<file path="src/hw/coco_pkg.sv">
// colour computer memory map definitions
package coco_pkg;

  // bus widths
  localparam int unsigned addr_w = 16;
  localparam int unsigned data_w = 8;

  // cpu address map
  localparam logic [addr_w-1:0] ram_base  = 16'h0000;
  localparam logic [addr_w-1:0] ram_top   = 16'h7fff;
  localparam logic [addr_w-1:0] rom8_base = 16'h8000; // extended basic
  localparam logic [addr_w-1:0] roma_base = 16'ha000; // colour basic
  localparam logic [addr_w-1:0] romc_base = 16'hc000; // cart, stops at 0xfeff
  localparam logic [addr_w-1:0] pia1_base = 16'hff20; // second pia block

  // memory sizes
  localparam int unsigned ram_addr_w  = 15;
  localparam int unsigned rom_addr_w  = 15; // four 8k banks
  localparam int unsigned cart_addr_w = 14;

  localparam logic [ram_addr_w-1:0] cold_start_addr = 15'h0071; // basic warm-start flag
  localparam logic [addr_w-1:0]     cart_min_len    = 16'h0100;

  // download port indexes
  localparam logic loader_idx_rom  = 1'b0;
  localparam logic loader_idx_cart = 1'b1;

  localparam logic [data_w-1:0] unmapped_data = 8'hff; // floating bus

  // port b register offsets inside the block
  localparam logic [4:0] reg_pb_data = 5'd2;
  localparam logic [4:0] reg_pb_ddr  = 5'd3;

  localparam int unsigned pb_bank_bit = 2; // dragon 64 rom bank
  localparam int unsigned pb_snd_bit  = 1; // single bit sound

  // rom window view, 8k pages
  typedef struct packed {
    logic [2:0]  page;
    logic [12:0] offset;
  } rom_view_t;

  // io page view, 32 byte device slots
  typedef struct packed {
    logic [7:0] hi_page;
    logic [2:0] slot;
    logic [4:0] reg_sel;
  } io_view_t;

  typedef union packed {
    rom_view_t rom;
    io_view_t  io;
  } cpu_addr_u;

  // one cycle cpu request
  typedef struct packed {
    logic              rd;
    logic              wr;
    cpu_addr_u         addr;
    logic [data_w-1:0] wdata;
  } bus_req_t;

  // region selects, first six one-hot
  typedef struct packed {
    logic ram;
    logic rom8;
    logic roma;
    logic romc;
    logic pia1;
    logic none;
    logic rom_alt; // alternate dragon 64 bank
  } region_sel_t;

  // host download port
  typedef struct packed {
    logic              download;
    logic              wr;
    logic              index;
    logic [addr_w-1:0] addr;
    logic [data_w-1:0] data;
  } loader_t;

endpackage

</file>
<file path="src/hw/mem_map_decode.sv">
// address map decoder
`timescale 1ns/10ps
module mem_map_decode (
  input  coco_pkg::cpu_addr_u   addr,
  input  logic                  dragon64,
  input  logic                  bank_ctl,
  output coco_pkg::region_sel_t sel
);

  logic [2:0] s; // device select, as the sam s lines

  // sam style device select
  always_comb
  begin
    if (addr.io.hi_page == coco_pkg::pia1_base[15:8])
    begin
      // io page, 32 byte slots; slot 3 and up all land on s7
      if (addr.io.slot > 3'd3)
        s = 3'd7;
      else
        s = {1'b1, addr.io.slot[1:0]};
    end
    else if (addr <= coco_pkg::ram_top)
      s = 3'd0;
    else if (addr.rom.page == coco_pkg::rom8_base[15:13])
      s = 3'd1;
    else if (addr.rom.page == coco_pkg::roma_base[15:13])
      s = 3'd2;
    else
      s = 3'd3; // 0xc000 up to 0xfeff
  end

  // 3-to-8 style fan out
  always_comb
  begin
    sel = '0;
    case (s)
      3'd0:    sel.ram  = 1'b1;
      3'd1:    sel.rom8 = 1'b1;
      3'd2:    sel.roma = 1'b1;
      3'd3:    sel.romc = 1'b1;
      3'd5:    sel.pia1 = 1'b1; // 0xff20 block
      default: ;
    endcase
    // first pia, spare io slots and vectors float
    sel.none = (addr.io.hi_page == coco_pkg::pia1_base[15:8]) &&
               (addr.io.slot != coco_pkg::pia1_base[7:5]);
    // alternate bank only on the 64
    sel.rom_alt = dragon64 & bank_ctl;
  end

  always_comb
  begin
    region_onehot: assert final (
      $onehot({sel.ram, sel.rom8, sel.roma, sel.romc, sel.pia1, sel.none})
    ) else $error("region select not one-hot");
  end

endmodule

</file>
<file path="config.mk">
export PLATFORM = sky130hd
export DESIGN_NAME = mem_map_decode
export DESIGN_NICKNAME = d
export VERILOG_FILES = /design/src/hw/coco_pkg.sv /design/src/hw/mem_map_decode.sv
export SDC_FILE = /design/constraint.sdc
export NUM_CORES = 1
export LEC_CHECK = 0
export BUFFER_PORTS_ARGS = -buffer_cell sky130_fd_sc_hd__buf_4
export CAP_MARGIN = 20
export CORE_AREA = 2 2 39 41
export DETAILED_ROUTE_END_ITERATION = 16
export DIE_AREA = 0 0 41 43
export SLEW_MARGIN = 15
export SYNTH_ARGS = -nofsm -noshare
export SYNTH_HDL_FRONTEND = slang
export SYNTH_SLANG_ARGS = --single-unit
</file>
<file path="constraint.sdc">
create_clock -name vclk -period 0.8
set_input_delay 0.12 -clock vclk [all_inputs]
set_output_delay 0.12 -clock vclk [all_outputs]
set_load 0.01 [all_outputs]
</file>
Yosys cells after proc, flatten, opt, wreduce, memory -nomap -nowiden
Index checks and enable logic that the tools add are counted.
{"block": "word_totals", "register_bits": 0, "in_bits": 18, "wordCells": 23}
{"block": "classes", "magnitude_cmp": 2, "eq_ne": 8, "n_mux": 10, "bitwise": 1, "n_reduce_logical": 2}
{"operator": "$le 16x15->1 const B", "n": 1}
{"operator": "$eq 3x3->1 const B", "n": 3}
{"operator": "$eq 8x8->1 const B", "n": 1}
{"operator": "$eq 3x2->1 const B", "n": 2}
{"operator": "$mux 1", "n": 6}
{"operator": "$mux 2", "n": 3}
{"operator": "$eq 3x1->1 const B", "n": 1}
{"operator": "$gt 3x2->1 const B", "n": 1}
{"operator": "$logic_not 3->1", "n": 1}
{"operator": "$mux 3", "n": 1}
{"operator": "$ne 3x1->1 const B", "n": 1}
{"operator": "$and 1x1->1", "n": 1}
{"operator": "$logic_and 1x1->1", "n": 1}

Depth between registers and ports, before layout
{"block": "logic_depth", "word_depth": 7, "ltp_mapped": 2, "ltp_nobuf": 2}

Least setup slack after synthesis
OpenSTA, ideal clock, no wires.
{"block": "synth_path", "path_type": "input -> output", "from": "input addr[8] (netlist name)", "to": "output sel[2] (netlist name)", "arrival_time_ns": 0.607, "required_ns": 0.680, "setup_slack_ns": 0.073, "path_stages": 2, "path_buffers": 0, "path_cell_list": "nand4_2 -> nor4b_2"}
{"element": "start: declaration", "line": "mem_map_decode.sv:4", "rtl": "input coco_pkg::cpu_addr_u addr,"}
{"element": "end: declaration", "line": "mem_map_decode.sv:7", "rtl": "output coco_pkg::region_sel_t sel"}

==> impl.org <==
** Run status
- The run finished, with violations left.
- The final reports fail on negative setup slack.

** Timing
- Setup total negative slack on the finished layout was measured at -0.0593 ns.
- Number of failing hold endpoints at the final stage :: 0
- Setup repair after global routing could not meet its margin everywhere.
- At the pin with the least slew margin, the transition time is 0.174 ns.
- Across all hold checks on the routed design, the worst slack comes to 0.496 ns.
- Once routing completed, OpenROAD measured the worst setup slack at -0.0497 ns.
- Total of endpoints with negative setup slack in the final report :: 2
- Timing would allow up to 1180 MHz.
- Of the available clock period, the critical path in the final layout requires 1.06.
- Max-slew violations :: 0
- Slew Limit Headroom :: 0.884
- For the finished layout, the period the worst path requires is 0.850 ns.

** Clocking
- Hold-fix buffers, CTS :: 0
- The number of setup buffers added after CTS is 0.

** Floorplanning
- X dimension of the die :: 41 microns
- Effective utilization at floorplan :: 0.0669
- Area of the die :: 1760 sq um
- Total number of placement rows :: 14
- The region available for standard cell placement spans 1380 sq um.
- Number of top-level pins :: 25
- Die outline height :: 43 microns

** Logic synthesis
- Number of cells produced by synthesis :: 11
- Fraction of the yosys area taken by sequential cells :: 0
- Net count after synthesis :: 29
- Mean area per synthesized cell :: 8.42 sq um
- Number of distinct library cells after synthesis :: 9
- Netlist area before placement :: 92.6 sq um
- Count of synthesis-stage warnings from yosys :: 0

** Pwr
- In this run the static leakage power is 0.000163 uW.
- Total power draw :: 141 uW
- IR analysis of the VDD net gives a maximum drop of 0.0787 mV.
- For this design the ratio of total power to cell area is 403 nW/um^2.

** Route
- For this run, design rule violations remaining after detail routing come to 0.
- Detailed-route wire length per cell :: 9.44 microns
- Across all layers, the routed design uses 186 vias.
- Final wirelength :: 453 microns
- Vias per cell :: 3.88
- For this block, the initial DRC count from the detailed router was 0.
- Iteration count of the initial detailed-routing pass :: 1
- The count of nets left with antenna violations once routing finished came out at 0.

** Finish
- Leaving out fill and tap cells, the most frequent cell in the layout is sky130_fd_sc_hd__buf_4.
- The design has 0 sequential cells.
- Relative to the synthesized area, the layout overhead comes to 278%.
- Clock buffer cells :: 0
- The top cell types in the final layout, fill and taps aside, are 12 x sky130_fd_sc_hd__buf_4, 7 x sky130_fd_sc_hd__buf_6, 2 x sky130_fd_sc_hd__nand4_4, 2 x sky130_fd_sc_hd__inv_1, 2 x sky130_fd_sc_hd__buf_8.
- Storage cell area :: 0 sq um
- The count of cells in the finished layout, fillers not included, comes to 48.
- Number of fill cells :: 148
- The final layout contains 52 nets.
- Summing all multi-input logic gate instances after layout gives 124 sq um.
- Once layout is complete, the utilization of the core stands at 0.253.
- Fraction of layout instances using a drive strength above 1 :: 0.875
- The repair_antennas step left the layout with diodes totalling 0.

** Global route
- GRT overflow :: 0
- Initial antenna violation count :: 0
- Wire length of the first global-routing pass :: 579 microns
- Across every metal layer, demand over resource in global routing totals 0.0430.
- Largest net degree at the start of global routing :: 5
- Via count of the first global-routing pass :: 163

** Placed design
- The number of placed instances, taps included, is 48.
- Global placer's final weighted congestion :: 0.418
- Final HPWL DP :: 367 microns
- Count of port buffers added during placement :: 20

** Setup path
- The critical path runs through a total of 4 cells.
- Capture point of the worst path :: sel[2]
- STA classifies the critical path endpoint as an output pin.
- For this run, the slowest stage of the critical path takes 0.25 ns.
- The worst setup path is of the primary input to output pin kind.
- Nature of the critical path startpoint :: primary input
- STA puts the critical path data arrival time at 0.73 ns.
- Traced cell by cell, the critical path runs through buf_8 -> nand4_4 -> nor4b_4 -> buf_4.
- Worst endpoint required time :: 0.68 ns
- Cell type group with the largest total delay on the critical path :: simple AND/OR/NAND/NOR gates
- Startpoint of the most critical setup path :: addr[13]
- Count of buffer and inverter cells on the critical path :: 2
- The slowest stage of the critical path belongs to the cell sky130_fd_sc_hd__nor4b_4.
- Along the worst path, the maximum fanout reaches 3.

** Hold path
- The worst hold path belongs to the class primary input to output pin.

** Run
- Count of maximum capacitance violations :: 0
cells by family after synthesis:
family | after synthesis | synth area share
buffers and inverters | 2 | 0.0811
AO/OA/AOI/OAI | 2 | 0.243
AND/OR/NAND/NOR | 7 | 0.676
synth_stat cells, drive strengths merged:
| master | count | area, sq um |
|---|---|---|
| a211oi | 1 | 12.5 |
| nor3b | 1 | 7.51 |
| o211a | 1 | 10.0 |
| and2 | 1 | 6.26 |
| inv | 2 | 7.51 |
| nor2 | 1 | 3.75 |
| nor3 | 1 | 5.00 |
| nor4b | 1 | 15.0 |
| nand4 | 2 | 25.0 |
worst min path at each step:
stage                   from  cells after the start  slack [ns]     end
CTS                 addr[14]                      3        0.50  sel[5]
global placement     addr[5]                      3        0.51  sel[1]
detailed placement   addr[5]                      3        0.52  sel[1]
finish              addr[14]                      3        0.50  sel[5]
floorplan           addr[14]                      1        0.29  sel[5]
global route        addr[14]                      3        0.52  sel[5]
through the flow:
stage               instance area, sq um  setup slack (ns)
finish                               350           -0.0497
global route                         350            -0.102
CTS                                  317           -0.0684
detailed placement                   270           -0.0967
global placement                     270           -0.0997
floorplan                           92.6            0.0735
layout make-up:
cell class         instances  share of cell area
inverters                  2              0.0214
multi-input cells          9               0.354
well taps                 16              0.0571
repair buffers            21               0.568
routing by layer:
| metal | vias to the layer above | part of all wire | wire length (microns) | global-route usage |
|---|---|---|---|---|
| li1 | 88 | - | - | - |
| met3 | 0 | 0.20 | 89 | 0.00524 |
| met1 | 79 | 0.28 | 127 | 0.0285 |
| met5 | - | 0 | 0 | 0 |
| met2 | 19 | 0.52 | 236 | 0.103 |
| met4 | 0 | 0 | 0 | 0 |
power breakdown:
part	switching (uW)	internal (uW)	total [uW]
Clock	0	0	0
Sequential	0	0	0
Combinational	50.5	90.8	141
Total	50.5	90.8	141
timing repair:
item	4_1_cts	5_1_grt
pin swaps	3	6
gates cloned	0	0
setup endpoints to repair	3	5
gates resized for setup	10	7
Note: power is estimated with default switching activity, not from simulation.
