### src/hw/coco_pkg.sv
// colour computer memory map definitions
package coco_pkg;

  // bus widths
  localparam int unsigned addr_w = 16;
  localparam int unsigned data_w = 8;

  // cpu address map
  localparam logic [addr_w-1:0] ram_base  = 16'h0000;
  localparam logic [addr_w-1:0] ram_top   = 16'h7fff;
  localparam logic [addr_w-1:0] rom8_base = 16'h8000; // extended basic
  localparam logic [addr_w-1:0] roma_base = 16'ha000; // colour basic
  localparam logic [addr_w-1:0] romc_base = 16'hc000; // cart, stops at 0xfeff
  localparam logic [addr_w-1:0] pia1_base = 16'hff20; // second pia block

  // memory sizes
  localparam int unsigned ram_addr_w  = 15;
  localparam int unsigned rom_addr_w  = 15; // four 8k banks
  localparam int unsigned cart_addr_w = 14;

  localparam logic [ram_addr_w-1:0] cold_start_addr = 15'h0071; // basic warm-start flag
  localparam logic [addr_w-1:0]     cart_min_len    = 16'h0100;

  // download port indexes
  localparam logic loader_idx_rom  = 1'b0;
  localparam logic loader_idx_cart = 1'b1;

  localparam logic [data_w-1:0] unmapped_data = 8'hff; // floating bus

  // port b register offsets inside the block
  localparam logic [4:0] reg_pb_data = 5'd2;
  localparam logic [4:0] reg_pb_ddr  = 5'd3;

  localparam int unsigned pb_bank_bit = 2; // dragon 64 rom bank
  localparam int unsigned pb_snd_bit  = 1; // single bit sound

  // rom window view, 8k pages
  typedef struct packed {
    logic [2:0]  page;
    logic [12:0] offset;
  } rom_view_t;

  // io page view, 32 byte device slots
  typedef struct packed {
    logic [7:0] hi_page;
    logic [2:0] slot;
    logic [4:0] reg_sel;
  } io_view_t;

  typedef union packed {
    rom_view_t rom;
    io_view_t  io;
  } cpu_addr_u;

  // one cycle cpu request
  typedef struct packed {
    logic              rd;
    logic              wr;
    cpu_addr_u         addr;
    logic [data_w-1:0] wdata;
  } bus_req_t;

  // region selects, first six one-hot
  typedef struct packed {
    logic ram;
    logic rom8;
    logic roma;
    logic romc;
    logic pia1;
    logic none;
    logic rom_alt; // alternate dragon 64 bank
  } region_sel_t;

  // host download port
  typedef struct packed {
    logic              download;
    logic              wr;
    logic              index;
    logic [addr_w-1:0] addr;
    logic [data_w-1:0] data;
  } loader_t;

endpackage

### src/hw/pia1_port_b.sv
// second pia port b
`timescale 1ns/10ps
module pia1_port_b (
  input  logic                        clk,
  input  logic                        reset_n,
  input  coco_pkg::bus_req_t          req,
  input  logic                        en,
  output logic [coco_pkg::data_w-1:0] rdata,
  output logic                        bank_ctl,
  output logic                        sndout
);

  logic [coco_pkg::data_w-1:0] pb_data; // output register
  logic [coco_pkg::data_w-1:0] pb_ddr;  // 1 = output
  logic [4:0]                  reg_a;

  assign reg_a = req.addr.io.reg_sel;

  always_ff @(posedge clk)
  begin
    if (!reset_n)
    begin
      pb_data <= '0;
      pb_ddr  <= '0; // all inputs
    end
    else if (en && req.wr)
    begin
      if (reg_a == coco_pkg::reg_pb_data)
        pb_data <= req.wdata;
      else if (reg_a == coco_pkg::reg_pb_ddr)
        pb_ddr <= req.wdata;
    end
  end

  // registered read, lines up with the memories
  always_ff @(posedge clk)
  begin
    if (en && req.rd)
    begin
      case (reg_a)
        coco_pkg::reg_pb_data: rdata <= pb_data;
        coco_pkg::reg_pb_ddr:  rdata <= pb_ddr;
        default:               rdata <= coco_pkg::unmapped_data; // port a side dropped
      endcase
    end
  end

  // pin pulled high unless driven low as an output
  assign bank_ctl = pb_ddr[coco_pkg::pb_bank_bit] & ~pb_data[coco_pkg::pb_bank_bit];
  assign sndout   = pb_ddr[coco_pkg::pb_snd_bit] & pb_data[coco_pkg::pb_snd_bit];

endmodule

### config.mk
export PLATFORM = sky130hd
export DESIGN_NAME = pia1_port_b
export DESIGN_NICKNAME = d
export VERILOG_FILES = /design/src/hw/coco_pkg.sv /design/src/hw/pia1_port_b.sv
export SDC_FILE = /design/constraint.sdc
export NUM_CORES = 1
export LEC_CHECK = 0
export ABC_CLOCK_PERIOD_IN_PS = 2300
export BUFFER_PORTS_ARGS = -buffer_cell sky130_fd_sc_hd__buf_2
export CAP_MARGIN = 20
export CORE_ASPECT_RATIO = 0.9
export CORE_MARGIN = 1.5
export CORE_UTILIZATION = 45
export CTS_BUF_LIST = sky130_fd_sc_hd__clkbuf_8
export DETAILED_ROUTE_END_ITERATION = 7
export GPL_TIMING_DRIVEN = 1
export PLACE_DENSITY = 0.75
export SLEW_MARGIN = 0
export SYNTH_ARGS = -nofsm -noshare
export SYNTH_HDL_FRONTEND = slang
export SYNTH_SLANG_ARGS = --single-unit
### constraint.sdc
create_clock -name clk -period 2.3 [get_ports clk]
set_clock_uncertainty 0.05 [all_clocks]
set_input_delay 0.46 -clock clk [delete_from_list [all_inputs] [get_ports clk]]
set_output_delay 0.46 -clock clk [all_outputs]
set_load 0.02 [all_outputs]
After elaboration in Yosys (flattened, before gate mapping)
Cells that the tools add are included. Widths: inputs -> output; s select.

Register bits: 24. Bits of input ports: 29. Output and inout bits: 10. Logic and storage cells: 14.

Equal/unequal tests: 2. Mux-type cells: 1. Bitwise gates (word level): 4. Reduce and logical (&&, ||, !) cells: 4.

Operators with widths (number): $pmux 8 s2 (1); $eq 5x2->1 const B (2); $reduce_and 3->1 (1); $and 1x1->1 (2); $logic_and 1x1->1 (2); $not 1->1 (2); $reduce_and 2->1 (1).

Logic depth before layout (Yosys ltp)
Depth after elaboration: 3. Depth in mapped cells: 4. Gate-level depth less buffers: 3.

Least setup slack after synthesis
Ideal clock, no wire load.

Path kind: input-to-reg. From: input port req[12] (netlist name). To: register pb_data[0] (netlist name). Setup time: 0.072 ns. Data arrival time: 1.619 ns. Data required time: 2.178 ns. Setup slack: 0.560 ns. Stages: 3. Path buffers: 0. Cell sequence: or4b_4 nor3_4 mux2i_1.

Longest elaborated chain between the ends: 2.

Ends and longest elaborated chain: from (decl) (RTL line pia1_port_b.sv:6) `input coco_pkg::bus_req_t req,`; $eq 5x2->1 (RTL line pia1_port_b.sv:28) `if (reg_a == coco_pkg::reg_pb_data)`; $reduce_and 2->1 (no line); to (signal assigned) (RTL line pia1_port_b.sv:29) `pb_data <= req.wdata;`; to (decl) (RTL line pia1_port_b.sv:13) `logic [coco_pkg::data_w-1:0] pb_data;`.

No other way between the ends. A chain may end at the register's enable or synchronous reset.

Worst setup path after layout
From: input port req[12] (netlist name). To: register rdata[1] (netlist name), data pin.

Longest elaborated chain between the ends: 2. Elaborated cells between the ends (all ways): 3. Those cells by class: eq/ne: 2; mux: 1.

Ends and longest elaborated chain: $eq 5x2->1 (RTL line pia1_port_b.sv:40) `case (reg_a)`; $pmux 8 s2 (*) (RTL line pia1_port_b.sv:40); to (signal assigned) (RTL line pia1_port_b.sv:41) `coco_pkg::reg_pb_data: rdata <= pb_data;`; to (signal assigned) (RTL line pia1_port_b.sv:42) `coco_pkg::reg_pb_ddr: rdata <= pb_ddr;`; to (signal assigned) (RTL line pia1_port_b.sv:43) `default: rdata <= coco_pkg::unmapped_data;`; to (decl) (RTL line pia1_port_b.sv:8) `output logic [coco_pkg::data_w-1:0] rdata,`.

Mark *: on every way between the ends. The rest lies on a longest branch, timed or not.

==> run summary <==
- H-tree lvl count: 1
- Place WS: 0.403 ns
- Detail Placement HPWL: 1290 um
- layer with the highest usage after global routing: met2
- via count of the routed design: 729
- y dimension of the die: 47.5 um
- Max-cap violations: 0
- fraction of final layout cells sized beyond drive strength 1: 31.0%
- Total Wirelength: 1880 um
- final worst path period need: 1.60 ns
- Worst R2R Setup Slack: 1.47 ns
- nature of the critical path startpoint: input port
- standard-cell rows: 15
- Worst VDD drop: 0.000401 V
- status: completed
- DRC violation total after the first TritonRoute iteration: 10
- top-level I/O count: 39
- final worst setup slack: 0.703 ns
- average via count per standard cell: 5.17
- Remaining DRCs: 0
- FF-to-FF End: rdata[1]
- Post-CTS Setup Repair Bufs: 0
- max-slew violations: 0
- cts hold-fix bufs: 0
- leading post-synthesis cells by cell area: dfxtp_1, edfxtp_1, mux2i_1, nand2_1, o22a_1
- largest stage delay on the critical path: 0.42 ns
- clk sink count: 24
- later-pin clock latency in the skew report: 0.26 ns
- critical path arrival: 1.57 ns
- met3 Use GR: 4.38%
- Core ar.: 0.00199 sq mm
- Worst slew margin: 70.6%
- placer congestion estimate: 0.685
- clock input transition at the sequential cells of the worst setup and hold paths: 0.09 ns
- register area share after synthesis: 56.6%
- wire per inst: 13.3 um
- cell with the biggest individual delay on the critical path: nor4b_1
- clock root buffer: clkbuf_8
- GRT Overall Usage: 17.4%
- maximum number of pins on one net before global-route repair: 25
- setup repair after global routing missed its margin: no
- aggregate negative setup slack: 0 ns
- first-pass GRT wire length: 2990 um
- largest driver fanout on the critical path: 8
- distinct cell type count after synthesis: 15
- class of the tightest hold or removal check: input port to flop
- met1 capacity usage during global routing: 19.8%
- final hold viol count: 0
- final setup violation count: 0
- total CTS buffers: 3
- TritonCTS clock tree: done
- horizontal die dimension: 52.4 um
- leakage dissipation: 0.477 nW
- Syn-to-layout area delta: 22.9%
- mapped cell area: 990 sq um
- antenna diode count: 0
- nets: 146
- Setup Crit Path Kind: input port to flop
- number of antenna violations at the first check in global routing: 0
- number of input and output port buffers inserted: 27
- yosys synthesis warning count: 0
- number of iterations in the first detailed-routing pass: 4
- initial core utilization: 49.7%
- antenna-violating nets left: 0
- net count after synthesis: 115
- Worst-Margin Slew: 0.441 ns
- Max Clk Rate: 626 MHz
- Worst R2R Start: pb_data[1]
- cells along the critical path: buf_2 > nor4b_1 > nand2b_1 > o22a_1
- crit share post-route: 69.4%
- via count of the first global-routing pass: 663
- R2R cell count: 1
- floorplan die area: 0.00249 sq mm
- crit end category: flop
- P per Cell Area: 722 mW/mm^2
- hold path depth: 3
- Worst Hold Path EP: pb_ddr[2]
- cell type contributing the most total cell area after synthesis: dfxtp_1
- maximum buffer depth of the clock tree: 2
- met2 track utilization from global routing: 31.3%
- count of instances resized after the clock tree is built: 0
- origin of the worst min-delay path: req[2]
- Yosys top cell area share: 32.4%
- aggregate global routing overflow: 0
- average footprint of a synthesized cell: 11.5 sq um
- required arrival time at the worst endpoint: 2.27 ns
- flip-flop and latch count after synthesis: 24
- number of instances in the synthesized netlist: 86
## critical path, delay by kind of cell
kind	cells	cell delay [ns]
compound gates	1	0.28
buf+inv	1	0.10
simple gates	2	0.72
## Yosys cell counts
master	count
or4b_4	1
nor2b_1	1
nor2_2	1
buf_6	2
dfxtp_1	16
nand2_1	26
mux2i_1	16
nor4b_1	1
clkbuf_1	1
and2_1	2
nand3_1	1
edfxtp_1	8
o22a_1	8
nand2b_1	1
nor3_4	1
## placed cells by master, fill, tap and decap left out, drive strengths merged
cell type / count
and2: 2
buf: 29
bufinv: 1
clkbuf: 3
dfxtp: 16
edfxtp: 8
mux2i: 16
nand2: 26
nand2b: 1
nand3: 1
nor2: 1
nor2b: 1
nor3: 1
nor4b: 1
o22a: 8
or4b: 1
## kinds of logic (layout without fill, tap and decap cells)
logic type / after synthesis / count (layout) / share of synthesized area [%]
multiplexers: 16 / 16 / 16.2
flip-flops: 24 / 24 / 56.6
AND/OR/NAND/NOR: 35 / 35 / 17.4
AO/OA/AOI/OAI: 8 / 8 / 7.08
buffers and inverters: 3 / 33 / 2.65
## stage by stage
step	util (%)	hold WS, ns	cells	total power, mW	cell area, sq um
after floorplan	-	0.385	86	0.496	990
after global placement	57.5	0.392	137	0.521	1140
after detailed placement	57.5	0.404	137	0.523	1140
after CTS	61.1	0.405	141	0.887	1220
after global routing	61.1	0.408	141	0.905	1220
final	61.1	0.406	141	0.879	1220
## layout make-up
cell class | instances | area [sq um]
Timing Repair Buffer | 29 | 150
Multi-Input combinational cell | 59 | 403
Sequential cell | 24 | 561
Clock buffer | 3 | 41.3
Tap cell | 25 | 31.3
Fill cell | 192 | 773
Clock inverter | 1 | 30.0
## power breakdown
group / total, mW / switching (mW) / internal, mW
clock: 0.367 / 0.134 / 0.233
sequential: 0.450 / 0.00240 / 0.447
combinational: 0.0624 / 0.0377 / 0.0247
total: 0.879 / 0.174 / 0.705
## state kept, by name, indices dropped and copies added (netlist names)
signal,cells
pb_data,8
pb_ddr,8
rdata,8
## per-layer routing
metal / up-vias / routed length (um)
li1: 362 / -
met1: 346 / 819
met2: 19 / 970
met3: 2 / 70
met4: 0 / 14
met5: - / 0
## worst max path at each step
| stage | from | end | slack (ns) | depth (start not counted) |
|---|---|---|---|---|
| 2_1_floorplan | req[12] | pb_data[0] | 0.56 | 3 |
| 3_3_place_gp | req[12] | rdata[3] | 0.46 | 4 |
| 3_5_place_dp | req[12] | rdata[1] | 0.40 | 4 |
| 4_1_cts | req[12] | rdata[1] | 0.69 | 4 |
| 5_1_grt | req[12] | rdata[4] | 0.56 | 4 |
| 6_report | req[12] | rdata[1] | 0.70 | 4 |
(Power assumes the default switching activity.)
