===== config.mk =====
export PLATFORM = sky130hd
export DESIGN_NAME = apb_bus_slave
export DESIGN_NICKNAME = d
export VERILOG_FILES = /design/src/hw/coco_pkg.sv /design/src/hw/apb_bus_slave.sv
export SDC_FILE = /design/constraint.sdc
export NUM_CORES = 1
export LEC_CHECK = 0
export ABC_AREA = 1
export BUFFER_PORTS_ARGS = -buffer_cell sky130_fd_sc_hd__buf_2
export CELL_PAD_IN_SITES_DETAIL_PLACEMENT = 1
export CELL_PAD_IN_SITES_GLOBAL_PLACEMENT = 1
export CORE_MARGIN = 10
export CORE_UTILIZATION = 17
export DETAILED_ROUTE_END_ITERATION = 12
export MAX_ROUTING_LAYER = met4
export PLACE_DENSITY = 0.86
export RECOVER_POWER = 100
export SLEW_MARGIN = 20
export SYNTH_ARGS = -nofsm -noshare
export SYNTH_HDL_FRONTEND = slang
export SYNTH_SLANG_ARGS = --single-unit

===== constraint.sdc =====
create_clock -name clk -period 1.2 [get_ports clk]
set_input_delay 0.24 -clock clk [delete_from_list [all_inputs] [get_ports clk]]
set_output_delay 0.24 -clock clk [all_outputs]
set_load 0.005 [all_outputs]

===== src/hw/coco_pkg.sv =====
// colour computer memory map definitions
package coco_pkg;

  // bus widths
  localparam int unsigned addr_w = 16;
  localparam int unsigned data_w = 8;

  // cpu address map
  localparam logic [addr_w-1:0] ram_base  = 16'h0000;
  localparam logic [addr_w-1:0] ram_top   = 16'h7fff;
  localparam logic [addr_w-1:0] rom8_base = 16'h8000; // extended basic
  localparam logic [addr_w-1:0] roma_base = 16'ha000; // colour basic
  localparam logic [addr_w-1:0] romc_base = 16'hc000; // cart, stops at 0xfeff
  localparam logic [addr_w-1:0] pia1_base = 16'hff20; // second pia block

  // memory sizes
  localparam int unsigned ram_addr_w  = 15;
  localparam int unsigned rom_addr_w  = 15; // four 8k banks
  localparam int unsigned cart_addr_w = 14;

  localparam logic [ram_addr_w-1:0] cold_start_addr = 15'h0071; // basic warm-start flag
  localparam logic [addr_w-1:0]     cart_min_len    = 16'h0100;

  // download port indexes
  localparam logic loader_idx_rom  = 1'b0;
  localparam logic loader_idx_cart = 1'b1;

  localparam logic [data_w-1:0] unmapped_data = 8'hff; // floating bus

  // port b register offsets inside the block
  localparam logic [4:0] reg_pb_data = 5'd2;
  localparam logic [4:0] reg_pb_ddr  = 5'd3;

  localparam int unsigned pb_bank_bit = 2; // dragon 64 rom bank
  localparam int unsigned pb_snd_bit  = 1; // single bit sound

  // rom window view, 8k pages
  typedef struct packed {
    logic [2:0]  page;
    logic [12:0] offset;
  } rom_view_t;

  // io page view, 32 byte device slots
  typedef struct packed {
    logic [7:0] hi_page;
    logic [2:0] slot;
    logic [4:0] reg_sel;
  } io_view_t;

  typedef union packed {
    rom_view_t rom;
    io_view_t  io;
  } cpu_addr_u;

  // one cycle cpu request
  typedef struct packed {
    logic              rd;
    logic              wr;
    cpu_addr_u         addr;
    logic [data_w-1:0] wdata;
  } bus_req_t;

  // region selects, first six one-hot
  typedef struct packed {
    logic ram;
    logic rom8;
    logic roma;
    logic romc;
    logic pia1;
    logic none;
    logic rom_alt; // alternate dragon 64 bank
  } region_sel_t;

  // host download port
  typedef struct packed {
    logic              download;
    logic              wr;
    logic              index;
    logic [addr_w-1:0] addr;
    logic [data_w-1:0] data;
  } loader_t;

endpackage


===== src/hw/apb_bus_slave.sv =====
// apb slave front end
`timescale 1ns/10ps
module apb_bus_slave (
  input  logic                        clk,
  input  logic                        reset_n,
  input  logic                        psel,
  input  logic                        penable,
  input  logic                        pwrite,
  input  logic [coco_pkg::addr_w-1:0] paddr,
  input  logic [coco_pkg::data_w-1:0] pwdata,
  input  coco_pkg::region_sel_t       sel,
  input  logic [coco_pkg::data_w-1:0] ram_rdata,
  input  logic [coco_pkg::data_w-1:0] rom_rdata,
  input  logic [coco_pkg::data_w-1:0] cart_rdata,
  input  logic [coco_pkg::data_w-1:0] pia_rdata,
  output coco_pkg::bus_req_t          req,
  output logic [coco_pkg::data_w-1:0] prdata,
  output logic                        pready
);

  logic                  setup_ph;  // psel without penable
  logic                  access_ph; // psel with penable
  coco_pkg::region_sel_t sel_q;     // region of the read in flight

  assign setup_ph  = psel & ~penable;
  assign access_ph = psel & penable;

  // reads launch in setup so the sync memories answer in access
  assign req.rd    = setup_ph & ~pwrite;
  // writes commit at the end of access
  assign req.wr    = access_ph & pwrite;
  assign req.addr  = paddr;
  assign req.wdata = pwdata;

  assign pready = access_ph; // no wait states

  // capture the decode alongside the memory read
  always_ff @(posedge clk)
  begin
    if (!reset_n)
    begin
      sel_q      <= '0;
      sel_q.none <= 1'b1; // idle reads float
    end
    else if (req.rd)
    begin
      sel_q <= sel;
    end
  end

  // read data mux, like the cpu din select
  always_comb
  begin
    unique case (1'b1)
      sel_q.ram:              prdata = ram_rdata;
      sel_q.rom8, sel_q.roma: prdata = rom_rdata; // bank already chosen in the store
      sel_q.romc:             prdata = cart_rdata;
      sel_q.pia1:             prdata = pia_rdata;
      default:                prdata = coco_pkg::unmapped_data;
    endcase
  end

  // access phase always follows a setup phase
  penable_after_psel: assert property (
    @(posedge clk) disable iff (!reset_n)
    penable |-> $past(psel)
  ) else $error("penable without a preceding psel");

endmodule


# After elaboration in Yosys (flattened, before gate mapping)
# Cells that the tools add are included.
totals:
  regBits: 5
  latchBits: 0
  ramBits: 0
  romBits: 0
  word_cells: 13
  memories: 0
op_classes:
  add_sub_neg: 0
  multipliers: 0
  div_mod_pow: 0
  order_cmp: 0
  n_eq_ne: 0
  n_shift: 0
  mux: 1
  bitwise_logic: 6
  n_reduce_logical: 1
ops:
  columns: ["cell", "n"]
  rows:
  - ["$pmux 8 s4", 1]
  - ["$and 1x1->1", 4]
  - ["$not 1->1", 2]
  - ["$reduce_or 2->1", 1]

# Depth between registers and ports, before layout
# Gate-level depths: netlist of run 1.
depth:
  depth_word: 3
  mapped_depth: 6
  mapped_depth_nobuf: 5

# Worst setup path before layout of run 1
# OpenSTA, ideal clock, no wires.
synth_path:
  kind: "reg2out"
  start: "register sel_q[6] in the netlist's numbering"
  end: "output port prdata[0] in the netlist's numbering"
  arrival_time_ps: 731
  t_required_ps: 960
  setup_slack_ps: 229
  path_stages_with_launch: 5
  n_path_buf: 1
  cell_sequence: "dfxtp_1 > buf_6 > nor2_8 > nand3_4 > nand3b_1"
synth_via:
  elab_chain_len: 1
synth_rtl:
  columns: ["item", "line", "text"]
  rows:
  - ["start: declaration", "apb_bus_slave.sv:23", "coco_pkg::region_sel_t sel_q;"]
  - ["start signal: assignment", "apb_bus_slave.sv:47", "sel_q <= sel;"]
  - ["$pmux 8 s4", "apb_bus_slave.sv:54", "unique case (1'b1)"]
  - ["end: declaration", "apb_bus_slave.sv:17", "output logic [coco_pkg::data_w-1:0] prdata,"]
# No other way between the ends.

# Final worst setup path of run 1
layout_path:
  start: "register sel_q[6] in the netlist's numbering"
  end: "output port prdata[3] in the netlist's numbering"
# The elaborated chain is that of the path after synthesis.

==> results of run 1 <==
==> cells in the final DEF, fill, tap and decap left out, drive strengths merged <==
| cell | instances |
|---|---|
| nand2 | 43 |
| nand3b | 8 |
| inv | 10 |
| nand3 | 10 |
| nor2 | 13 |
| buf | 55 |
| clkbuf | 7 |
| dfxtp | 5 |
==> final cells by class <==
cell class	count	area [µm²]
repair buffers	58	314
well taps	50	62.6
fillers	544	3070
multi-input cells	74	387
clock buffers	4	45.0
flip-flops and latches	5	109
inverters	10	37.5
==> worst min-delay path, cell delays in order <==
cell    delay [ns]
buf_2         0.07
nor2_1        0.03
nor2_1        0.08
==> kinds of logic after synthesis <==
kind of cell,count (synthesis),share of synthesized area [%]
buffers and inverters,38,35.9
and+or+nand+nor,74,50.1
DFF,5,14.1
==> per-stage QoR <==
stage,instances,hold slack [ns],power (W)
detailed placement,196,0.470,0.000491
global route,201,0.246,0.000866
CTS,200,0.238,0.000818
global placement,196,0.467,0.000482
floorplan,117,0.360,0.000388
finish,201,0.239,0.000799
==> worst max-delay path by stage <==
stage / start / endpoint / slack, ns / cells after the start
3_5_place_dp: sel_q[6] / prdata[3] / 0.005 / 5
3_3_place_gp: sel_q[6] / prdata[3] / 0.03 / 5
6_report: sel_q[6] / prdata[3] / -0.15 / 5
5_1_grt: sel_q[6] / prdata[2] / -0.22 / 5
4_1_cts: sel_q[6] / prdata[3] / -0.23 / 5
2_1_floorplan: sel_q[6] / prdata[0] / 0.23 / 4
==> layer usage <==
metal,part of all wire [%],wire (µm)
met4,1.1,31
met3,7.0,194
met5,0,0
met2,51,1410
met1,41,1130
==> where the power goes <==
group	total [W]	switching [W]	internal [W]
Clock	0.000314	0.0000860	0.000228
Combinational	0.000291	0.000138	0.000153
Sequential	0.000194	0.0000187	0.000175
==> repair_timing <==
action | 4_1_cts | 5_1_grt
pin swaps | 5 | 1
endpoints found under the setup margin | 8 | 8
buffers inserted | 0 | 3
gates resized for setup | 1 | 20
hold buffers | 0 | 0
==> impl_metrics.tcl, run 1 <==
set metrics [dict create \
    hold_path_end "sel_q[2]" \
    hold_path_depth 3 \
    ys_ff_latch 5 \
    post-route-drc-count 0 \
    setup_viol 8 \
    post-synth-top-count-cell "nand2_1" \
    ys_types 13 \
    async_flop_share_pct 0 \
    drtPass1Iterations 4 \
    p_per_area_mw_per_mm2 837 \
    ant_nets 0 \
    drv_slew 0 \
    fin_crit_sh_pct 113 \
    slew_headroom_pct 82.0 \
    overflow 0 \
    reg2reg_depth 5 \
    ys.flop_type "dfxtp_1" \
    cp_max_fo 5 \
    finalHoldViolCount 0 \
    largest_reg_flops 5 \
    use_met2_pct 13.2 \
    wire_per_inst_um 13.7 \
    required_ns 0.96 \
    grt-busiest-layer "met2" \
    syn-num-nets 185 \
    post-route-min-period_ns 1.35 \
    cts.clk_slew.worst_paths_ns 0.03 \
    place_ws_ns 0.00470 \
    routed_wl_um 2760 \
    die-area_mm2 0.00718 \
    cpLargestDelayFamily "flip-flops" \
    top_register "sel_q" \
    drive_above_1_share_pct 49.7 \
    maxCapViolCount 0 \
    ir_worst_vdd_mv 0.377 \
    synth_top_area_cell "buf_4" \
    dpl_cell_area_um2 880 \
    synth_cells 117 \
    rsz0062_at_grt "true" \
    insertion_delay_ns 0.22 \
    place_congestion 0.687 \
    first_iter_violations 16 \
    netlist_top_cells_count "43 x nand2_1, 26 x buf_4, 11 x nor2_1, 8 x nand3_1, 8 x nand3b_1" \
    ys_seq_area_share_pct 14.1 \
    placementRows 23 \
    cts_sinks 5 \
    grt_pass1_vias 870 \
    grt_max_degree 11 \
    grt_use_met3_pct 2.22 \
    chipWidth_um 84.7 \
    root_buffer "clkbuf_8" \
    portBuffers 52 \
    viasPerCell 3.95 \
    r2r_slack_ns 0.39 \
    setup_slack_ns -0.155 \
    finalNetCount 220 \
    critPathBufInv 2 \
    area_growth_pct 34.1 \
    status "complete, but fails checks" \
    yosys-top-cells-area "buf_4 27%, nand2_1 23%, dfxtp_1 14%" \
    power.leakage_nw 0.536 \
    critPathSlowestCell "dfxtp_4" \
    violations "negative setup slack" \
    cpPeakStageDelay_ns 0.37 \
    path_class "reg -> out" \
    avgSynthCellArea_um2 6.08 \
    die_h_um 84.7 \
    core_mm2 0.00403 \
    hpwl_um 2250 \
    insertedDiodeCount 0 \
    start_util_pct 17.7 \
    finalInstanceArea_um2 955 \
    utilization_pct 23.7 \
    fmax_ghz 0.738 \
    grt.met1_usage_pct 6.65 \
    top_regs "sel_q: 5 flops" \
    r2r-end "sel_q[6]" \
    cts_buffer_depth 2 \
    worstMarginPinSlew_ns 0.269 \
    synth_edf_count 0 \
    grt_pass1_wl_um 4050 \
    numCtsBuffers 3 \
    startpoint_type "flop" \
    grt_use_total_pct 7.08 \
    cts_tree "built" \
    fin_tns_setup_ns -1.12 \
    pin_count 103 \
    crit_arrival_ns 1.11 \
    hp-start "sel[2]" \
    cp_cell_sequence "buf_6, nand2_2, nand3_1, nand3b_1, buf_2" \
    ys_warn_count 0 \
    num_vias 793 \
    rr_startpoint "sel_q[6]" \
    synth.top_cell.area_share_pct 27.4 \
    mappedNetlistArea_um2 712 \
    antenna_found_initial 0 \
    htree_levels 1 \
    endpoint_kind "output pin" \
    hp-class "in -> reg" \
    finalClockSkew_ns 0 \
]
Power figures use the tool's default switching activity.
==> inputs of run 2 (changes only) <==
--- a/config.mk
+++ b/config.mk
@@ -5,15 +5,14 @@
 export SDC_FILE = /design/constraint.sdc
 export NUM_CORES = 1
 export LEC_CHECK = 0
-export ABC_AREA = 1
 export BUFFER_PORTS_ARGS = -buffer_cell sky130_fd_sc_hd__buf_2
 export CELL_PAD_IN_SITES_DETAIL_PLACEMENT = 1
 export CELL_PAD_IN_SITES_GLOBAL_PLACEMENT = 1
 export CORE_MARGIN = 10
-export CORE_UTILIZATION = 17
+export CORE_UTILIZATION = 15
 export DETAILED_ROUTE_END_ITERATION = 12
 export MAX_ROUTING_LAYER = met4
-export PLACE_DENSITY = 0.86
+export PLACE_DENSITY = 0.84
 export RECOVER_POWER = 100
 export SLEW_MARGIN = 20
 export SYNTH_ARGS = -nofsm -noshare
==> run 2 against run 1 <==
  * The run still ends with negative setup slack left
  * Power shrank 7.3%
  * Largest cell class is now non-clock buffers
  * Sequential share of layout area up 0.45 points
  * Worst setup slack lost 0.37 ns
  * Via count down 19%
  * Die area is 4.7% lower
  * First-iteration DRC count up 56%
  * Highest routed layer unchanged
==> impl_metrics.tcl, run 2 <==
set metrics [dict create \
    status "complete, but fails checks" \
    violations "negative setup slack" \
    placementRows 22 \
    holdWs_ns 0.278 \
    rsz0062_at_grt "true" \
    core_mm2 0.00374 \
    ir_worst_vdd_mv 0.353 \
    avgSynthCellArea_um2 8.07 \
    synth_compound_area_share_pct 13.6 \
    top_register "sel_q" \
    cts.clk_slew.worst_paths_ns 0.03 \
    start_util_pct 15.7 \
    synthAdderAreaFrac_pct 0 \
    ys_types 15 \
    die-area_mm2 0.00684 \
    insertion_delay_ns 0.22 \
    p_per_area_mw_per_mm2 877 \
    die_h_um 82.7 \
    overflow 0 \
    synth_top_area_cell "buf_4" \
    critPathSlowestCell "or4_4" \
    grt_pass1_wl_um 3710 \
    fill_cells 481 \
    post-synth-top-count-cell "buf_4" \
    cpLargestDelayFamily "simple AND/OR/NAND/NOR gates" \
    endpoint_kind "output pin" \
    final_cell_mix "47 x buf_2, 8 x nand2_1, 8 x a222oi_1, 8 x nand3_2, 6 x buf_4" \
    required_ns 0.96 \
    synth_edf_count 0 \
    instances_no_fill 155 \
    async_flop_share_pct 0 \
    ant_nets 0 \
    finalNetCount 176 \
    numCtsBuffers 3 \
    power_w 0.000741 \
    fmax_ghz 0.581 \
    synth.top_cell.area_share_pct 30.6 \
    wire_per_inst_um 15.5 \
    muxShareOfSynthArea_pct 8.49 \
    power.leakage_nw 0.384 \
    post-route-min-period_ns 1.72 \
    antenna_found_initial 0 \
    dp.cells 151 \
    post_cts_buffers 0 \
    grt_use_total_pct 7.37 \
    cts_hold_buffers 0 \
    fin_crit_sh_pct 143 \
    grt_max_degree 10 \
    mappedNetlistArea_um2 589 \
    cts_buffer_depth 2 \
    area_growth_pct 43.3 \
    num_vias 643 \
    drv_slew 0 \
    synthXorXnorAreaFrac_pct 0 \
    netlist_top_cells_count "24 x buf_4, 8 x a222oi_1, 8 x nand2_1, 8 x nand3_1" \
    finalHoldViolCount 0 \
    htree_levels 1 \
    first_iter_violations 25 \
    cts_tree "built" \
    ys_warn_count 0 \
    startpoint_type "flop" \
    post-route-drc-count 0 \
    cpPeakStageDelay_ns 0.52 \
    portBuffers 52 \
    syn-num-nets 141 \
    setup_viol 9 \
    largest_reg_flops 5 \
    drive_above_1_share_pct 64.5 \
    synth_cells 73 \
    cts_sinks 5 \
    ys_ff_latch 5 \
    chipWidth_um 82.7 \
    crit_arrival_ns 1.48 \
    top_regs "sel_q: 5 flops" \
    utilization_pct 22.6 \
    routed_wl_um 2400 \
    place_congestion 0.626 \
    worstMarginPinSlew_ns 0.408 \
    critPathBufInv 1 \
    hp-class "in -> reg" \
    root_buffer "clkbuf_8" \
    hpwl_um 2020 \
    ys_seq_area_share_pct 17.0 \
    grt_pass1_vias 772 \
    cp_cell_sequence "or2_1, or4_4, nand3_2, buf_2" \
    final_common_cell "buf_2" \
    path_class "reg -> out" \
    pin_count 103 \
    setup_slack_ns -0.522 \
    finalClockSkew_ns 0 \
    slew_headroom_pct 72.8 \
    synth_top_family_by_area "buffers and inverters" \
    drtPass1Iterations 5 \
    synthSimpleGateAreaFrac_pct 24.4 \
    insertedDiodeCount 0 \
    yosys-top-cells-area "buf_4 31%, dfxtp_1 17%, a222oi_1 14%" \
    ys.flop_type "dfxtp_1" \
    cp_max_fo 8 \
    maxCapViolCount 0 \
    viasPerCell 4.15 \
]
run 2: worst paths after layout:
kind / start / to / slack, ns / cells after the start
min reg2reg: sel_q[4] / sel_q[4] / 0.50 / 2
max: sel_q[4] / prdata[5] / -0.52 / 4
min: sel[3] / sel_q[3] / 0.28 / 3
max reg2reg: sel_q[6] / sel_q[6] / 0.42 / 3
run 2: cell families after synthesis:
group                  after synthesis
buffers and inverters               29
AND/OR/NAND/NOR                     26
flip-flops                           5
AO/OA/AOI/OAI                        8
multiplexers                         5
run 2: report_power, final:
part           total, W  switching (W)  internal, W
Sequential     0.000176     0.00000296     0.000173
Clock          0.000316      0.0000876     0.000228
Combinational  0.000249       0.000107     0.000142
Total          0.000741       0.000198     0.000543
run 2: per-layer routing:
layer | wire length (µm) | vias to the layer above | track usage [%]
met5 | 0 | - | -
met4 | 55 | 0 | 5.18
met3 | 141 | 8 | 2.38
met2 | 1090 | 36 | 10.4
met1 | 1110 | 290 | 8.57
li1 | - | 309 | -
run 2: worst reg2reg max path, cell delays in order, from the launching register on:
cell and delay (ns):
dfxtp_1 0.32, buf_4 0.18, mux2i_1 0.08, nor2b_1 0.13
run 2: stage by stage:
step	worst slack, ns	setup TNS [ns]	area [µm²]
after floorplan	-0.294	-2.35	629
after global placement	-0.286	-2.21	787
after detailed placement	-0.300	-2.32	787
after CTS	-0.545	-4.27	838
after global routing	-0.579	-4.78	845
final	-0.522	-4.21	845
run 2: final cells by class:
type                       instances  area, µm²  area share (%)
multi-input combinational         39        314            37.2
tap                               48       60.1            7.11
clock buffer                       4       45.0            5.33
sequential                         5        100            11.9
timing repair buffer              59        325            38.5
run 2: timing repair:
action	4_1_cts	5_1_grt
pin swaps	0	2
setup endpoints to repair	8	8
gates resized for setup	1	2
==> inputs of run 3 (changes only) <==
--- a/config.mk
+++ b/config.mk
@@ -8,7 +8,7 @@
 export BUFFER_PORTS_ARGS = -buffer_cell sky130_fd_sc_hd__buf_2
 export CELL_PAD_IN_SITES_DETAIL_PLACEMENT = 1
 export CELL_PAD_IN_SITES_GLOBAL_PLACEMENT = 1
-export CORE_MARGIN = 10
+export CORE_MARGIN = 3
 export CORE_UTILIZATION = 15
 export DETAILED_ROUTE_END_ITERATION = 12
 export MAX_ROUTING_LAYER = met4
==> run 3 against run 2 <==
  * Largest cell class unchanged
  * Clock skew stayed put
  * Final cell count increased by 3.2%
  * Via count up 2.5%
  * Routed wire length decreased by 12%
  * The flow still finishes with violations (negative setup slack)
  * Clock power barely moved
  * Power down 0.47%
  * Sequential cell count stayed put
  * Final area is 3.3% higher
  * Hold slack better by 0.0083 ns
  * Critical endpoint is now prdata[4]
==> impl_metrics.tcl, run 3 (synthesis results as in run 2) <==
set metrics [dict create \
    holdWs_ns 0.286 \
    fmax_ghz 0.573 \
    cts.clk_slew.worst_paths_ns 0.03 \
    cpLargestDelayFamily "simple AND/OR/NAND/NOR gates" \
    core_mm2 0.00372 \
    hold_path_depth 3 \
    final_common_cell "buf_2" \
    r2r_slack_ns 0.34 \
    portBuffers 52 \
    cts_tree "built" \
    cpPeakStageDelay_ns 0.51 \
    grt_max_degree 10 \
    hp-class "in -> reg" \
    worstMarginPinSlew_ns 0.427 \
    startpoint_type "flop" \
    drv_slew 0 \
    post-route-drc-count 0 \
    cp_cell_sequence "or2_1, or4_4, nand3_2, buf_2" \
    grt_pass1_vias 640 \
    path_class "reg -> out" \
    critPathSlowestCell "or4_4" \
    top_regs "sel_q: 5 flops" \
    insertion_delay_ns 0.22 \
    rsz0062_at_grt "true" \
    setup_viol 9 \
    placementRows 22 \
    hpwl_um 1800 \
    status "complete, but fails checks" \
    power.leakage_nw 0.396 \
    critPathBufInv 1 \
    endpoint_kind "output pin" \
    violations "negative setup slack" \
    required_ns 0.96 \
    finalClockSkew_ns 0 \
    routed_wl_um 2120 \
    cts_sinks 5 \
    cp_max_fo 8 \
    setup_slack_ns -0.545 \
    root_buffer "clkbuf_8" \
    r2r-end "sel_q[4]" \
    finalNetCount 181 \
    slew_headroom_pct 71.5 \
    drive_above_1_share_pct 66.1 \
    post-route-min-period_ns 1.74 \
    numCtsBuffers 3 \
    chipWidth_um 68.7 \
    place_congestion 0.679 \
    fin_crit_sh_pct 145 \
    start_util_pct 15.9 \
    overflow 0 \
    die_h_um 68.7 \
    maxCapViolCount 0 \
    largest_reg_flops 5 \
    dpl_cell_area_um2 807 \
    drtPass1Iterations 4 \
    die-area_mm2 0.00472 \
    fill_cells 472 \
    antenna_found_initial 0 \
    grt_use_total_pct 8.53 \
    rr_startpoint "sel_q[4]" \
    area_growth_pct 48.0 \
    num_vias 659 \
    first_iter_violations 48 \
    top_register "sel_q" \
    ir_worst_vdd_mv 0.610 \
    insertedDiodeCount 0 \
    viasPerCell 4.12 \
    finalInstanceArea_um2 872 \
    final_cell_mix "49 x buf_2, 10 x buf_4, 8 x nand2_1, 8 x a222oi_1, 8 x nand3_2" \
    reg2reg_depth 4 \
    wire_per_inst_um 13.2 \
    htree_levels 1 \
    pin_count 103 \
    ant_nets 0 \
    hp-start "sel[5]" \
    hold_path_end "sel_q[5]" \
    grt_pass1_wl_um 2900 \
    crit_arrival_ns 1.50 \
    finalHoldViolCount 0 \
    cts_buffer_depth 2 \
    p_per_area_mw_per_mm2 845 \
]
## run 3: worst max path at each step
stage,slack (ns),depth (start not counted),end,startpoint
5_1_grt,-0.60,4,prdata[4],sel_q[4]
3_3_place_gp,-0.26,4,prdata[3],sel_q[4]
2_1_floorplan,-0.29,5,prdata[0],sel_q[4]
4_1_cts,-0.53,4,prdata[3],sel_q[4]
3_5_place_dp,-0.30,4,prdata[4],sel_q[4]
6_report,-0.54,4,prdata[4],sel_q[4]
## run 3: layout make-up
cell class / instances / area, µm² / share of cell area, %
clock buffers: 4 / 45.0 / 5.16
repair buffers: 64 / 355 / 40.7
multi-input cells: 39 / 309 / 35.4
well taps: 48 / 60.1 / 6.89
flip-flops and latches: 5 / 103 / 11.8
## run 3: worst register-to-register path, cell delays in order (launching register included)
cell	delay, ns
dfxtp_2	0.31
buf_4	0.12
buf_4	0.11
mux2i_1	0.14
nor2b_1	0.06
## run 3: metrics by stage
stage / worst slack [ns] / TNS, ns / cells / utilization, % / total power (W)
global placement: -0.255 / -2.01 / 152 / 21.7 / 0.000413
finish: -0.545 / -4.35 / 160 / 23.5 / 0.000737
detailed placement: -0.298 / -2.34 / 152 / 21.7 / 0.000420
floorplan: -0.294 / -2.35 / 73 / - / 0.000354
global route: -0.598 / -4.87 / 160 / 23.5 / 0.000791
CTS: -0.530 / -4.14 / 158 / 23.4 / 0.000747
## run 3: report_power, final
group	total, W	internal, W	switching (W)	leakage, nW
Clock	0.000314	0.000228	0.0000860	0.0228
Sequential	0.000179	0.000173	0.00000597	0.0416
Combinational	0.000244	0.000141	0.000103	0.332
Total	0.000737	0.000543	0.000194	0.396
## run 3: routing by layer
| metal | up-vias | wire length (µm) | track usage (%) |
|---|---|---|---|
| met5 | - | 0 | - |
| met4 | 0 | 37 | 3.23 |
| met3 | 6 | 172 | 3.24 |
| met2 | 37 | 1170 | 14.7 |
| met1 | 300 | 738 | 8.79 |
| li1 | 316 | - | - |
## run 3: repair_timing
| action | in CTS | in global routing |
|---|---|---|
| pin swaps | 2 | 4 |
| gates resized for setup | 1 | 1 |
| endpoints found under the setup margin | 8 | 8 |
| setup buffers | 2 | 2 |
| hold buffers | 0 | 0 |
